`config.mk`:
```
export PLATFORM = sky130hd
export DESIGN_NAME = blob_tracker_top
export DESIGN_NICKNAME = d
export VERILOG_FILES = /design/src/rtl/cam_track_pkg.sv /design/src/rtl/pixel_reconstruct.sv /design/src/rtl/chroma_mask.sv /design/src/rtl/com_divider.sv /design/src/rtl/center_of_mass.sv /design/src/rtl/blob_tracker_top.sv
export SDC_FILE = /design/constraint.sdc
export NUM_CORES = 1
export LEC_CHECK = 0
export BUFFER_PORTS_ARGS = -buffer_cell sky130_fd_sc_hd__buf_2
export CORE_ASPECT_RATIO = 0.5
export CORE_MARGIN = 10
export CORE_UTILIZATION = 39
export CTS_BUF_LIST = sky130_fd_sc_hd__clkbuf_2
export CTS_CLUSTER_DIAMETER = 50
export DETAILED_ROUTE_END_ITERATION = 8
export GPL_ROUTABILITY_DRIVEN = 1
export PLACE_DENSITY = 0.6
export SLEW_MARGIN = 20
export SYNTH_ARGS = -nofsm -noshare
export SYNTH_HDL_FRONTEND = slang
export SYNTH_SLANG_ARGS = --single-unit
export TNS_END_PERCENT = 30
```
`constraint.sdc`:
```
create_clock -name clk_camera -period 4.4 [get_ports clk_camera]
set_input_delay 0.66 -clock clk_camera [delete_from_list [all_inputs] [get_ports clk_camera]]
set_output_delay 0.66 -clock clk_camera [all_outputs]
set_load 0.03 [all_outputs]
```
`src/rtl/cam_track_pkg.sv`:
```
package cam_track_pkg;

   // frame geometry of the camera window
   localparam int FRAME_W = 320;
   localparam int FRAME_H = 180;

   // bus and pixel types
   typedef logic [7:0]  cam_byte_t;
   typedef logic [15:0] rgb565_t;
   typedef logic [8:0]  pix_x_t;
   typedef logic [7:0]  pix_y_t;
   typedef logic [7:0]  chroma_t;

   // pink band on cr, both bounds inclusive
   localparam chroma_t CR_LOWER = 8'hA0;
   localparam chroma_t CR_UPPER = 8'hF0;

   // cr weights, green and blue are subtracted
   localparam int CR_COEF_R = 112;
   localparam int CR_COEF_G = 94;
   localparam int CR_COEF_B = 18;
   localparam int CR_OFFSET = 128;
   localparam int CR_SHIFT  = 8;

   // widest product is 112 * 248
   localparam int CR_PROD_W = 15;
   // signed sum of three products plus headroom
   localparam int CR_SUM_W  = 17;

   // accumulators sized for a full frame of hits
   localparam int SUM_X_W = 24;
   localparam int SUM_Y_W = 23;
   localparam int CNT_W   = 16;

   // divider step counter, one step per dividend bit
   localparam int DIV_STEP_W = $clog2(SUM_X_W + 1);

endpackage

```
`src/rtl/pixel_reconstruct.sv`:
```
`timescale 1ns/1ps

module pixel_reconstruct (
   input  logic                     clk_camera,
   input  logic                     sys_rst_camera,
   input  cam_track_pkg::cam_byte_t cam_data_i,
   input  logic                     cam_pclk_i,
   input  logic                     cam_hsync_i,
   input  logic                     cam_vsync_i,
   output logic                     pix_valid_o,
   output cam_track_pkg::rgb565_t   pix_data_o,
   output cam_track_pkg::pix_x_t    pix_x_o,
   output cam_track_pkg::pix_y_t    pix_y_o
);
   import cam_track_pkg::*;

   // two flop synchronizers
   cam_byte_t data_s1;
   cam_byte_t data_s2;
   logic      pclk_s1;
   logic      pclk_s2;
   logic      hsync_s1;
   logic      hsync_s2;
   logic      vsync_s1;
   logic      vsync_s2;

   // edge stage, data kept aligned with the pclk rise
   logic      pclk_d;
   logic      pclk_rise;
   cam_byte_t data_e;
   logic      hsync_e;
   logic      vsync_e;

   // byte pairing and raster position
   logic      hsync_prev;
   logic      phase;
   cam_byte_t hi_byte;
   pix_x_t    col;
   pix_y_t    row;
   logic      take_byte;

   always_ff @(posedge clk_camera) begin
      data_s1  <= cam_data_i;
      data_s2  <= data_s1;
      pclk_s1  <= cam_pclk_i;
      pclk_s2  <= pclk_s1;
      hsync_s1 <= cam_hsync_i;
      hsync_s2 <= hsync_s1;
      vsync_s1 <= cam_vsync_i;
      vsync_s2 <= vsync_s1;
   end

   always_ff @(posedge clk_camera) begin
      pclk_d  <= pclk_s2;
      data_e  <= data_s2;
      hsync_e <= hsync_s2;
      vsync_e <= vsync_s2;
      if (sys_rst_camera) begin
         pclk_rise <= 1'b0;
      end else begin
         pclk_rise <= pclk_s2 & ~pclk_d;
      end
   end

   // bytes only count inside an active line
   assign take_byte = pclk_rise & hsync_e & ~vsync_e;

   always_ff @(posedge clk_camera) begin
      if (sys_rst_camera) begin
         pix_valid_o <= 1'b0;
         phase       <= 1'b0;
         col         <= '0;
         row         <= '0;
         hsync_prev  <= 1'b0;
      end else begin
         hsync_prev  <= hsync_e;
         pix_valid_o <= 1'b0;
         // row steps on hsync fall, held at zero through vsync
         if (vsync_e) begin
            row <= '0;
         end else if (hsync_prev && !hsync_e) begin
            row <= row + 1'b1;
         end
         // blanking clears column and byte phase
         if (!hsync_e) begin
            phase <= 1'b0;
            col   <= '0;
         end else if (take_byte) begin
            if (!phase) begin
               phase <= 1'b1;
            end else begin
               phase       <= 1'b0;
               pix_valid_o <= 1'b1;
               col         <= col + 1'b1;
            end
         end
      end
   end

   // high byte first, low byte completes the pixel
   always_ff @(posedge clk_camera) begin
      if (take_byte && !phase) begin
         hi_byte <= data_e;
      end
      if (take_byte && phase) begin
         pix_data_o <= {hi_byte, data_e};
         pix_x_o    <= col;
         pix_y_o    <= row;
      end
   end

   // column never runs past the line width
   a_col_in_frame: assert property (
      @(posedge clk_camera) disable iff (sys_rst_camera)
      pix_valid_o |-> (pix_x_o < FRAME_W)
   ) else $error("pix_x_o out of frame: %h", pix_x_o);

endmodule

```
`src/rtl/chroma_mask.sv`:
```
`timescale 1ns/1ps

module chroma_mask (
   input  logic                   clk_camera,
   input  logic                   sys_rst_camera,
   input  logic                   pix_valid_i,
   input  cam_track_pkg::rgb565_t pix_data_i,
   input  cam_track_pkg::pix_x_t  pix_x_i,
   input  cam_track_pkg::pix_y_t  pix_y_i,
   output logic                   mask_valid_o,
   output logic                   mask_o,
   output cam_track_pkg::pix_x_t  mask_x_o,
   output cam_track_pkg::pix_y_t  mask_y_o
);
   import cam_track_pkg::*;

   // stage 1, channels widened to 8 bits
   logic    valid_1;
   chroma_t red8;
   chroma_t green8;
   chroma_t blue8;
   pix_x_t  x_1;
   pix_y_t  y_1;

   // stage 2, weighted products
   logic                 valid_2;
   logic [CR_PROD_W-1:0] prod_r;
   logic [CR_PROD_W-1:0] prod_g;
   logic [CR_PROD_W-1:0] prod_b;
   pix_x_t               x_2;
   pix_y_t               y_2;

   // stage 3 combinational cr and band test
   logic signed [CR_SUM_W-1:0] cr_sum;
   logic signed [CR_SUM_W-1:0] cr_off;
   chroma_t                    cr;
   logic                       in_band;

   always_ff @(posedge clk_camera) begin
      if (sys_rst_camera) begin
         valid_1      <= 1'b0;
         valid_2      <= 1'b0;
         mask_valid_o <= 1'b0;
      end else begin
         valid_1      <= pix_valid_i;
         valid_2      <= valid_1;
         mask_valid_o <= valid_2;
      end
   end

   always_ff @(posedge clk_camera) begin
      // zero fill the low bits
      red8   <= {pix_data_i[15:11], 3'b000};
      green8 <= {pix_data_i[10:5], 2'b00};
      blue8  <= {pix_data_i[4:0], 3'b000};
      x_1    <= pix_x_i;
      y_1    <= pix_y_i;
      prod_r <= CR_PROD_W'(CR_COEF_R * red8);
      prod_g <= CR_PROD_W'(CR_COEF_G * green8);
      prod_b <= CR_PROD_W'(CR_COEF_B * blue8);
      x_2    <= x_1;
      y_2    <= y_1;
      mask_o   <= in_band;
      mask_x_o <= x_2;
      mask_y_o <= y_2;
   end

   always_comb begin
      cr_sum = $signed({2'b00, prod_r}) - $signed({2'b00, prod_g})
               - $signed({2'b00, prod_b});
      // arithmetic shift gives floor on negatives
      cr_off = (cr_sum >>> CR_SHIFT) + $signed(CR_SUM_W'(CR_OFFSET));
      if (cr_off < 0) begin
         cr = '0;
      end else if (cr_off > 255) begin
         cr = 8'hFF;
      end else begin
         cr = cr_off[7:0];
      end
      in_band = (cr >= CR_LOWER) && (cr <= CR_UPPER);
   end

endmodule

```
`src/rtl/com_divider.sv`:
```
`timescale 1ns/1ps

module com_divider (
   input  logic                                clk_camera,
   input  logic                                sys_rst_camera,
   input  logic                                start_i,
   input  logic [cam_track_pkg::SUM_X_W-1:0]   dividend_i,
   input  logic [cam_track_pkg::CNT_W-1:0]     divisor_i,
   output logic                                busy_o,
   output logic                                done_o,
   output cam_track_pkg::pix_x_t               quotient_o
);
   import cam_track_pkg::*;

   // dividend shifts out the top, quotient bits shift in the bottom
   logic [SUM_X_W-1:0]    work;
   logic [CNT_W-1:0]      rem;
   logic [CNT_W-1:0]      dvs;
   logic [DIV_STEP_W-1:0] steps;
   logic [CNT_W:0]        rem_shift;
   logic [CNT_W:0]        trial;
   logic                  q_bit;

   always_comb begin
      rem_shift = {rem, work[SUM_X_W-1]};
      trial     = rem_shift - {1'b0, dvs};
      // no borrow means the divisor fits
      q_bit     = ~trial[CNT_W];
   end

   always_ff @(posedge clk_camera) begin
      if (sys_rst_camera) begin
         busy_o <= 1'b0;
         done_o <= 1'b0;
         steps  <= '0;
      end else begin
         done_o <= 1'b0;
         if (start_i) begin
            busy_o <= 1'b1;
            steps  <= DIV_STEP_W'(SUM_X_W);
         end else if (busy_o) begin
            steps <= steps - 1'b1;
            if (steps == 1) begin
               busy_o <= 1'b0;
               done_o <= 1'b1;
            end
         end
      end
   end

   always_ff @(posedge clk_camera) begin
      if (start_i) begin
         work <= dividend_i;
         rem  <= '0;
         dvs  <= divisor_i;
      end else if (busy_o) begin
         work <= {work[SUM_X_W-2:0], q_bit};
         rem  <= q_bit ? trial[CNT_W-1:0] : rem_shift[CNT_W-1:0];
         // last step, quotient held until the next start
         if (steps == 1) begin
            quotient_o <= {work[$bits(pix_x_t)-2:0], q_bit};
         end
      end
   end

   a_no_restart: assert property (
      @(posedge clk_camera) disable iff (sys_rst_camera)
      start_i |-> !busy_o
   ) else $error("divider restarted while busy");

endmodule

```
`src/rtl/center_of_mass.sv`:
```
`timescale 1ns/1ps

module center_of_mass (
   input  logic                  clk_camera,
   input  logic                  sys_rst_camera,
   input  logic                  mask_valid_i,
   input  logic                  mask_i,
   input  cam_track_pkg::pix_x_t mask_x_i,
   input  cam_track_pkg::pix_y_t mask_y_i,
   output logic                  com_valid_o,
   output cam_track_pkg::pix_x_t com_x_o,
   output cam_track_pkg::pix_y_t com_y_o
);
   import cam_track_pkg::*;

   typedef enum logic [1:0] {
      COM_IDLE,
      COM_START,
      COM_WAIT
   } com_state_t;

   com_state_t       state;
   logic [SUM_X_W-1:0] sum_x;
   logic [SUM_Y_W-1:0] sum_y;
   logic [CNT_W-1:0]   cnt;
   logic [SUM_X_W-1:0] nxt_sum_x;
   logic [SUM_Y_W-1:0] nxt_sum_y;
   logic [CNT_W-1:0]   nxt_cnt;
   logic [SUM_X_W-1:0] tot_x;
   logic [SUM_Y_W-1:0] tot_y;
   logic [CNT_W-1:0]   tot_cnt;
   logic               hit;
   logic               tabulate;
   logic               div_start;
   logic               busy_x;
   logic               busy_y;
   logic               done_x;
   logic               done_y;
   logic               got_x;
   logic               got_y;
   pix_x_t             quo_x;
   pix_x_t             quo_y;

   assign hit      = mask_valid_i & mask_i;
   // last pixel of the frame closes the tally
   assign tabulate = mask_valid_i && (mask_x_i == pix_x_t'(FRAME_W - 1))
                     && (mask_y_i == pix_y_t'(FRAME_H - 1));
   assign div_start = (state == COM_START) && !busy_x && !busy_y;

   // running totals including the pixel on the input
   always_comb begin
      nxt_sum_x = sum_x + (hit ? SUM_X_W'(mask_x_i) : '0);
      nxt_sum_y = sum_y + (hit ? SUM_Y_W'(mask_y_i) : '0);
      nxt_cnt   = cnt + (hit ? CNT_W'(1) : '0);
   end

   always_ff @(posedge clk_camera) begin
      if (sys_rst_camera || tabulate) begin
         sum_x <= '0;
         sum_y <= '0;
         cnt   <= '0;
      end else begin
         sum_x <= nxt_sum_x;
         sum_y <= nxt_sum_y;
         cnt   <= nxt_cnt;
      end
   end

   always_ff @(posedge clk_camera) begin
      if (tabulate) begin
         tot_x   <= nxt_sum_x;
         tot_y   <= nxt_sum_y;
         tot_cnt <= nxt_cnt;
      end
   end

   always_ff @(posedge clk_camera) begin
      if (sys_rst_camera) begin
         state       <= COM_IDLE;
         got_x       <= 1'b0;
         got_y       <= 1'b0;
         com_valid_o <= 1'b0;
         com_x_o     <= '0;
         com_y_o     <= '0;
      end else begin
         com_valid_o <= 1'b0;
         case (state)
            // empty frame leaves the old result in place
            COM_IDLE: begin
               if (tabulate && (nxt_cnt != '0)) begin
                  state <= COM_START;
               end
            end
            COM_START: begin
               if (div_start) begin
                  state <= COM_WAIT;
                  got_x <= 1'b0;
                  got_y <= 1'b0;
               end
            end
            COM_WAIT: begin
               if (done_x) begin
                  got_x <= 1'b1;
               end
               if (done_y) begin
                  got_y <= 1'b1;
               end
               // both quotients in hand
               if ((got_x || done_x) && (got_y || done_y)) begin
                  com_valid_o <= 1'b1;
                  com_x_o     <= quo_x;
                  com_y_o     <= pix_y_t'(quo_y);
                  state       <= COM_IDLE;
               end
            end
            default: state <= COM_IDLE;
         endcase
      end
   end

   com_divider div_x (
      .clk_camera     (clk_camera),
      .sys_rst_camera (sys_rst_camera),
      .start_i        (div_start),
      .dividend_i     (tot_x),
      .divisor_i      (tot_cnt),
      .busy_o         (busy_x),
      .done_o         (done_x),
      .quotient_o     (quo_x)
   );

   // y sum zero extended to the shared divider width
   com_divider div_y (
      .clk_camera     (clk_camera),
      .sys_rst_camera (sys_rst_camera),
      .start_i        (div_start),
      .dividend_i     (SUM_X_W'(tot_y)),
      .divisor_i      (tot_cnt),
      .busy_o         (busy_y),
      .done_o         (done_y),
      .quotient_o     (quo_y)
   );

endmodule

```
`src/rtl/blob_tracker_top.sv`:
```
`timescale 1ns/1ps

module blob_tracker_top (
   input  logic                     clk_camera,
   input  logic                     sys_rst_camera,
   input  cam_track_pkg::cam_byte_t cam_data_i,
   input  logic                     cam_pclk_i,
   input  logic                     cam_hsync_i,
   input  logic                     cam_vsync_i,
   output logic                     mask_valid_o,
   output logic                     mask_o,
   output cam_track_pkg::pix_x_t    mask_x_o,
   output cam_track_pkg::pix_y_t    mask_y_o,
   output logic                     com_valid_o,
   output cam_track_pkg::pix_x_t    com_x_o,
   output cam_track_pkg::pix_y_t    com_y_o
);
   import cam_track_pkg::*;

   // reconstructed pixel stream
   logic    pix_valid;
   rgb565_t pix_data;
   pix_x_t  pix_x;
   pix_y_t  pix_y;

   pixel_reconstruct pix_rec0 (
      .clk_camera     (clk_camera),
      .sys_rst_camera (sys_rst_camera),
      .cam_data_i     (cam_data_i),
      .cam_pclk_i     (cam_pclk_i),
      .cam_hsync_i    (cam_hsync_i),
      .cam_vsync_i    (cam_vsync_i),
      .pix_valid_o    (pix_valid),
      .pix_data_o     (pix_data),
      .pix_x_o        (pix_x),
      .pix_y_o        (pix_y)
   );

   chroma_mask chroma0 (
      .clk_camera     (clk_camera),
      .sys_rst_camera (sys_rst_camera),
      .pix_valid_i    (pix_valid),
      .pix_data_i     (pix_data),
      .pix_x_i        (pix_x),
      .pix_y_i        (pix_y),
      .mask_valid_o   (mask_valid_o),
      .mask_o         (mask_o),
      .mask_x_o       (mask_x_o),
      .mask_y_o       (mask_y_o)
   );

   // mask stream feeds both the outputs and the tally
   center_of_mass com0 (
      .clk_camera     (clk_camera),
      .sys_rst_camera (sys_rst_camera),
      .mask_valid_i   (mask_valid_o),
      .mask_i         (mask_o),
      .mask_x_i       (mask_x_o),
      .mask_y_i       (mask_y_o),
      .com_valid_o    (com_valid_o),
      .com_x_o        (com_x_o),
      .com_y_o        (com_y_o)
   );

endmodule

```
==> results of run 1 <==
[cell usage in the layout, fill, tap and decap left out, types with 11 or more instances in the layout]
cell type      netlist  layout
a21o_1              13      13
ha_1               113     113
inv_1              119     117
and3_1              28      27
nor2b_1             20      20
fa_1                19      19
a21oi_1             80      80
o21ai_1             35      35
nor3_1              35      35
mux2i_1             44      44
nor4_1              16      16
xor2_1              44      44
nand2_1            275     275
buf_4                1      13
nor2_1              91      90
nand3_1             34      33
buf_2                1      49
clkbuf_2             0     162
o21a_1              11      11
nand4_1             16      16
clkinv_1             1      19
or2_2               14      14
xnor2_1             71      71
dlygate4sd3_1        0      12
and2_1              33      33
dfxtp_1            286     286
edfxtp_1           184     184
o21ai_0             17      17
a211oi_1            12      12
[power groups by stage]
stage                     combinational (mW)  sequential (mW)  clock (mW)
final                                   1.78             4.73        3.05
after floorplan                         1.51             4.80           0
after global routing                    2.01             4.75        3.42
after detailed placement                1.78             4.83           0
after global placement                  1.77             4.82           0
after CTS                               1.80             4.73        3.20
[cell type report]
type,instances,area [um2]
clock buffer,162,811
antenna,1,2.50
clock inverter,37,318
fill,4703,27200
inverter,122,459
sequential,470,11300
multi-input combinational,1119,7510
timing repair buffer,74,463
tap,649,812
[path summary, 6_finish.rpt]
path | depth (start not counted) | startpoint | endpoint
setup / recovery | 14 | chroma0.green8[7] | chroma0.prod_g[14]
hold reg to reg | 0 | chroma0.y_1[6] | chroma0.y_2[6]
hold / removal | 2 | cam_pclk_i | pix_rec0.pclk_s1
setup reg to reg | 14 | chroma0.green8[7] | chroma0.prod_g[14]
[metal layers]
metal  wire (um)  vias to the layer above  part of all wire, %  global-route usage, %
met5           0                        -                    0                      0
met4         771                        0                  2.2                   4.45
met3        1450                       71                  4.0                   3.28
met2       17000                      186                   47                   20.7
met1       16600                     5700                   46                   14.6
li1            -                     6393                    -                      -
[synth_stat cells, drive strengths merged, types with 28 or more instances]
cell / number / area, um2
dfxtp: 286 / 5730
o21ai: 52 / 260
edfxtp: 184 / 5530
nor2: 91 / 342
xnor2: 72 / 649
a21oi: 80 / 400
nand3: 34 / 170
ha: 113 / 1410
xor2: 44 / 385
mux2i: 44 / 440
clkbuf: 33 / 124
inv: 120 / 450
nor3: 35 / 175
nand2: 275 / 1030
and3: 28 / 175
and2: 33 / 206
[registers in the layout, indices dropped and copies added, names as in the netlist, 23 cells and up]
register,flops
com0.div_y.work,24
com0.div_x.work,24
com0.tot_x,24
com0.sum_y,23
com0.tot_y,23
com0.sum_x,24
[worst register-to-register path, stage by stage (launching register included)]
cell      delay, ps
dfxtp_1         440
fa_1            510
fa_1            550
inv_1            50
fa_1            530
inv_1            40
ha_1            320
a21oi_1         150
nor2_1           50
nor2_1          150
o21bai_1         80
a21oi_1         230
o21bai_1         90
a21oi_1         170
xnor2_1         130
[logic make-up (layout without fill, tap and decap cells)]
family	after synthesis	in the layout	share of synthesized area, %
compound gates	224	224	7.22
xor+xnor	116	116	5.34
fa+ha+maj	132	132	9.27
buf+inv	163	395	3.23
flops	470	470	58.1
mux	45	45	2.33
other cells	0	1	0
simple gates	602	602	14.5
[per-stage QoR]
stage | power (mW) | cell area, um2
after floorplan | 6.31 | 19400
after global placement | 6.59 | 20400
after detailed placement | 6.61 | 20400
after CTS | 9.73 | 21600
after global routing | 10.2 | 21600
final | 9.56 | 21600
==> run summary, run 1 <==
Antenna violations before repair = 1
Max Root-Sink Buffers = 3
Worst endpoint required time = 5360 ps
WP data arrival = 4520 ps
Num CTS Buffers = 105
Clock slew seen by the registers of the worst setup and hold paths = 140 ps
Worst-Skew Late Latency = 1060 ps
Cell at the root of the clock tree = clkbuf_2
Setup slack, reg-to-reg = 850 ps
Overflow after GRT = 0
CTS resizes = 0
Final ANT Viol Nets = 0
Setup_tns = 0 ps
DP Cell Count = 2,422
Clock network fraction of design power = 31.9%
Slew @ Worst Pin = 997 ps
Part of the cycle the worst path needs = 80.8%
Rel. slew slack = 33.5%
Layout area overhead = 11.7%
Final RePlAce weighted congestion = 0.816
Startpoint types = flop
Combinational Power Share = 18.7%
Worst hold margin = 268 ps
Die width = 335 um
Final setup margin = 846 ps
Sw frac = 29.1%
Total Routing Usage GR = 12.1%
Final-stage net count = 2,037
Site row count = 57
Largest net degree at the start of global routing = 72
Async SR Flop Fraction = 0%
Syn Nets = 1,897
Sink Count = 470
Post-DP HPWL = 24,400 um
Drt pass-1 iters = 5
Chip Height = 178 um
Fin. max-slew vios = 0
Final Skew = 74.1 ps
Core area = 48,800 um2
Post-route DRC violation count = 0
Die ar. = 59,500 um2
P_int = 6.78 mW
Global-route wire length before repair = 59,600 um
Unrepaired setup endpoints after global routing = false
Layout cells sized above 1 = 13.6%
Post-CTS setup buffer count = 0
PD cells = 442 nW/um2
Distinct cells, synth = 67
Crit path cell chain = fa_1 > fa_1 > inv_1 > fa_1 > inv_1 > ha_1 > a21oi_1 > nor2_1 > nor2_1 > o21bai_1 > a21oi_1 > o21bai_1 > a21oi_1 > xnor2_1
Final WL = 35,800 um
# hold bufs at CTS = 12
Wirelength per Cell = 13.6 um
Final design utilization = 44.3%
Worst path buffer plus inverter count = 2
Setup WS pre-CTS = 844 ps
Via count = 12,350
Synth Cell Area = 19,400 um2
Crit-path leading delay family = adder cells
Initial Utilization = 39.7%
Outcome = finished, final reports clean
Final hold vios = 0
Switch Pwr = 2.78 mW
Peak supply drop = 0.000235 V
Seq pwr share = 49.5%
Vias in the first global route = 12,330
EDFF count, synth = 184
Critical Path End Type = flop
Max Cap Viol = 0
Register bit total from synthesis = 470
Final setup fails = 0
CP max-delay cell = fa_1
Yosys warns = 0
Syn avg cell area = 11.1 um2
Final cell count without fillers = 2,634
Hold Crit Class = primary input to flop
CP max FO = 4
Post-layout minimum cycle time = 3550 ps
PortBufs = 49
Lkg Pwr = 9.18 nW
Fmax = 281 MHz
Drt initial violations = 498
Vias per cell = 4.69
TritonCTS clock tree = done
CTS H-tree lvls = 3
Worst setup path class = flop to flop
Boundary Pins = 50
Register area share after synthesis = 58.1%
Synth Instances = 1,752
Max incr delay on CP = 550 ps
Top_reg_cell synth = dfxtp_1
Note: power is estimated with default switching activity, not from simulation.
==> run 2: changes to the inputs <==
--- a/config.mk
+++ b/config.mk
@@ -5,6 +5,7 @@
 export SDC_FILE = /design/constraint.sdc
 export NUM_CORES = 1
 export LEC_CHECK = 0
+export ABC_AREA = 1
 export BUFFER_PORTS_ARGS = -buffer_cell sky130_fd_sc_hd__buf_2
 export CORE_ASPECT_RATIO = 0.5
 export CORE_MARGIN = 10
@@ -13,7 +14,7 @@
 export CTS_CLUSTER_DIAMETER = 50
 export DETAILED_ROUTE_END_ITERATION = 8
 export GPL_ROUTABILITY_DRIVEN = 1
-export PLACE_DENSITY = 0.6
+export PLACE_DENSITY = 0.62
 export SLEW_MARGIN = 20
 export SYNTH_ARGS = -nofsm -noshare
 export SYNTH_HDL_FRONTEND = slang
==> constraint.sdc (replaced) <==
create_clock -name clk_camera -period 2.92 [get_ports clk_camera]
set_input_delay 0.438 -clock clk_camera [delete_from_list [all_inputs] [get_ports clk_camera]]
set_output_delay 0.438 -clock clk_camera [all_outputs]
set_load 0.03 [all_outputs]
==> run summary, run 2 <==
Outcome = finished with violations
Failing checks = setup timing
Synth area leaders = dfxtp_1, edfxtp_1, nand2_1, ha_1, inv_1
Startpoint types = flop
Seq pwr share = 58.7%
PortBufs = 49
Drt initial violations = 681
WP data arrival = 3970 ps
Peak supply drop = 0.000352 V
Distinct cells, synth = 59
Boundary Pins = 50
Wirelength per Cell = 12.6 um
CP max-delay cell = fa_2
Post-layout minimum cycle time = 3070 ps
Register bit total from synthesis = 470
PD cells = 500 nW/um2
Leading area contributor after synthesis = dfxtp_1
Final-stage net count = 2,502
Slew @ Worst Pin = 799 ps
Clock network fraction of design power = 36.7%
Rel. slew slack = 46.5%
Combinational Power Share = 4.6%
Setup WS pre-CTS = -322 ps
Synth Cell Area = 20,400 um2
Lkg Pwr = 10.4 nW
Largest net degree at the start of global routing = 62
Final WL = 39,700 um
Worst endpoint required time = 3820 ps
Most used cell, CP = nor2_1
Layout cells sized above 1 = 18.0%
Vias in the first global route = 14,098
EDFF count, synth = 184
Final hold vios = 0
Register area share after synthesis = 55.2%
P_int = 8.86 mW
Cell at the root of the clock tree = clkbuf_2
Final ANT Viol Nets = 0
Global-route wire length before repair = 66,200 um
Initial Utilization = 39.3%
Drt pass-1 iters = 7
Via count = 14,180
Max incr delay on CP = 500 ps
Max Root-Sink Buffers = 3
Switch Pwr = 2.88 mW
Overflow after GRT = 0
Core area = 51,800 um2
CP max FO = 4
Post-DP HPWL = 28,100 um
Unrepaired setup endpoints after global routing = true
Vias per cell = 4.51
Top_reg_cell synth = dfxtp_1
Final Skew = 91.2 ps
Fin. max-slew vios = 0
Hold Crit Class = flop to flop
Die width = 343 um
Part of the cycle the worst path needs = 105%
Top cells by count, synth = nand2_1, inv_1, dfxtp_1, edfxtp_1, nor2_1
Chip Height = 182 um
Worst setup path class = flop to flop
Crit path cell chain = fa_2 > fa_1 > inv_1 > fa_1 > inv_2 > ha_4 > a21oi_2 > nand2_1 > nand2_1 > nand2_1 > a21oi_2 > nor2_1 > nor2_1 > nor2_1 > nor2_1 > xor2_1
Critical Path End Type = flop
Site row count = 59
Max Cap Viol = 0
Sink Count = 470
Final design utilization = 45.3%
Cell with the most instances after synthesis = nand2_1
Antenna violations before repair = 1
Async SR Flop Fraction = 0%
Total Routing Usage GR = 12.7%
Crit-path leading delay family = adder cells
Num CTS Buffers = 105
Yosys warns = 0
Worst path buffer plus inverter count = 2
CTS H-tree lvls = 3
Worst-Skew Late Latency = 1030 ps
Commonest non-fill, non-tap cell in the layout = nand2_1
Yosys top cell area share = 28.1%
Die ar. = 62,300 um2
Post-route DRC violation count = 0
Most frequent cells in the layout = nand2_1, inv_1, dfxtp_1
Sw frac = 24.5%
Fmax = 325 MHz
Syn avg cell area = 9.57 um2
Fillers = 5,002
Placed Area = 21,900 um2
Layout area overhead = 15.2%
Clock slew seen by the registers of the worst setup and hold paths = 120 ps
Final setup fails = 4
Final setup margin = -152 ps
TritonCTS clock tree = done
Synth Instances = 2,129
Syn Nets = 2,274
Final RePlAce weighted congestion = 0.899
Final instance area = 23,500 um2
## run 2: kinds of logic (layout without fill, tap and decap cells)
group,count (synthesis),in the layout,share of synthesized area [%]
simple gates,878,878,18.9
flops,470,470,55.2
buf+inv,334,648,6.50
compound gates,231,231,6.97
fa+ha+maj,132,132,8.81
xor+xnor,84,84,3.65
other cells,0,1,0
## run 2: worst paths after layout
path / to / cells past startpoint / start / slack, ps
setup reg to reg: chroma0.prod_g[13] / 16 / chroma0.green8[5] / -150
setup / recovery: chroma0.prod_g[13] / 16 / chroma0.green8[5] / -150
hold / removal: chroma0.mask_y_o[4] / 0 / chroma0.y_2[4] / 320
hold reg to reg: chroma0.mask_y_o[4] / 0 / chroma0.y_2[4] / 320
## run 2: metrics by stage
step | TNS [ps] | instances | hold WS (ps) | total power, mW
final | -409 | 3145 | 316 | 11.7
after global routing | -1380 | 3145 | 219 | 12.4
after CTS | -856 | 3139 | 187 | 11.9
after detailed placement | -893 | 2917 | 312 | 7.55
after global placement | -587 | 2917 | 312 | 7.55
after floorplan | -512 | 2129 | 309 | 7.46
## run 2: per-layer routing
metal  up-vias  share of wire (%)  global-route usage (%)
li1       7470                  -                       -
met2       200                 47                    21.5
met5         -                  0                       0
met4         0                3.1                    5.53
met3        82                3.8                    3.08
met1      6428                 46                    15.3
## run 2: cell type report
class                      instances  area, um2  share of cell area [%]
clock buffer                     159        796                    3.39
antenna                            1       2.50                  0.0107
multi-input combinational       1325       8020                    34.2
sequential                       470      11300                    48.0
tap                              701        877                    3.74
clock inverter                    34        244                    1.04
timing repair buffer             158       1150                    4.88
inverter                         297       1110                    4.75
## run 2: what timing repair did
item / CTS / global route
setup buffers: 6 / 7
pin swaps: 15 / 24
hold endpoints to repair: 54 / 0
endpoints found under the setup margin: 5 / 14
hold buffers: 23 / 0
resized for setup: 18 / 23
## run 2: power by group through the flow
stage | Sequential, mW | Clock [mW] | Combinational, mW
2_1_floorplan | 7.02 | 0 | 0.440
3_3_place_gp | 7.04 | 0 | 0.509
3_5_place_dp | 7.04 | 0 | 0.514
4_1_cts | 6.89 | 4.51 | 0.542
5_1_grt | 6.90 | 4.84 | 0.622
6_report | 6.89 | 4.30 | 0.543
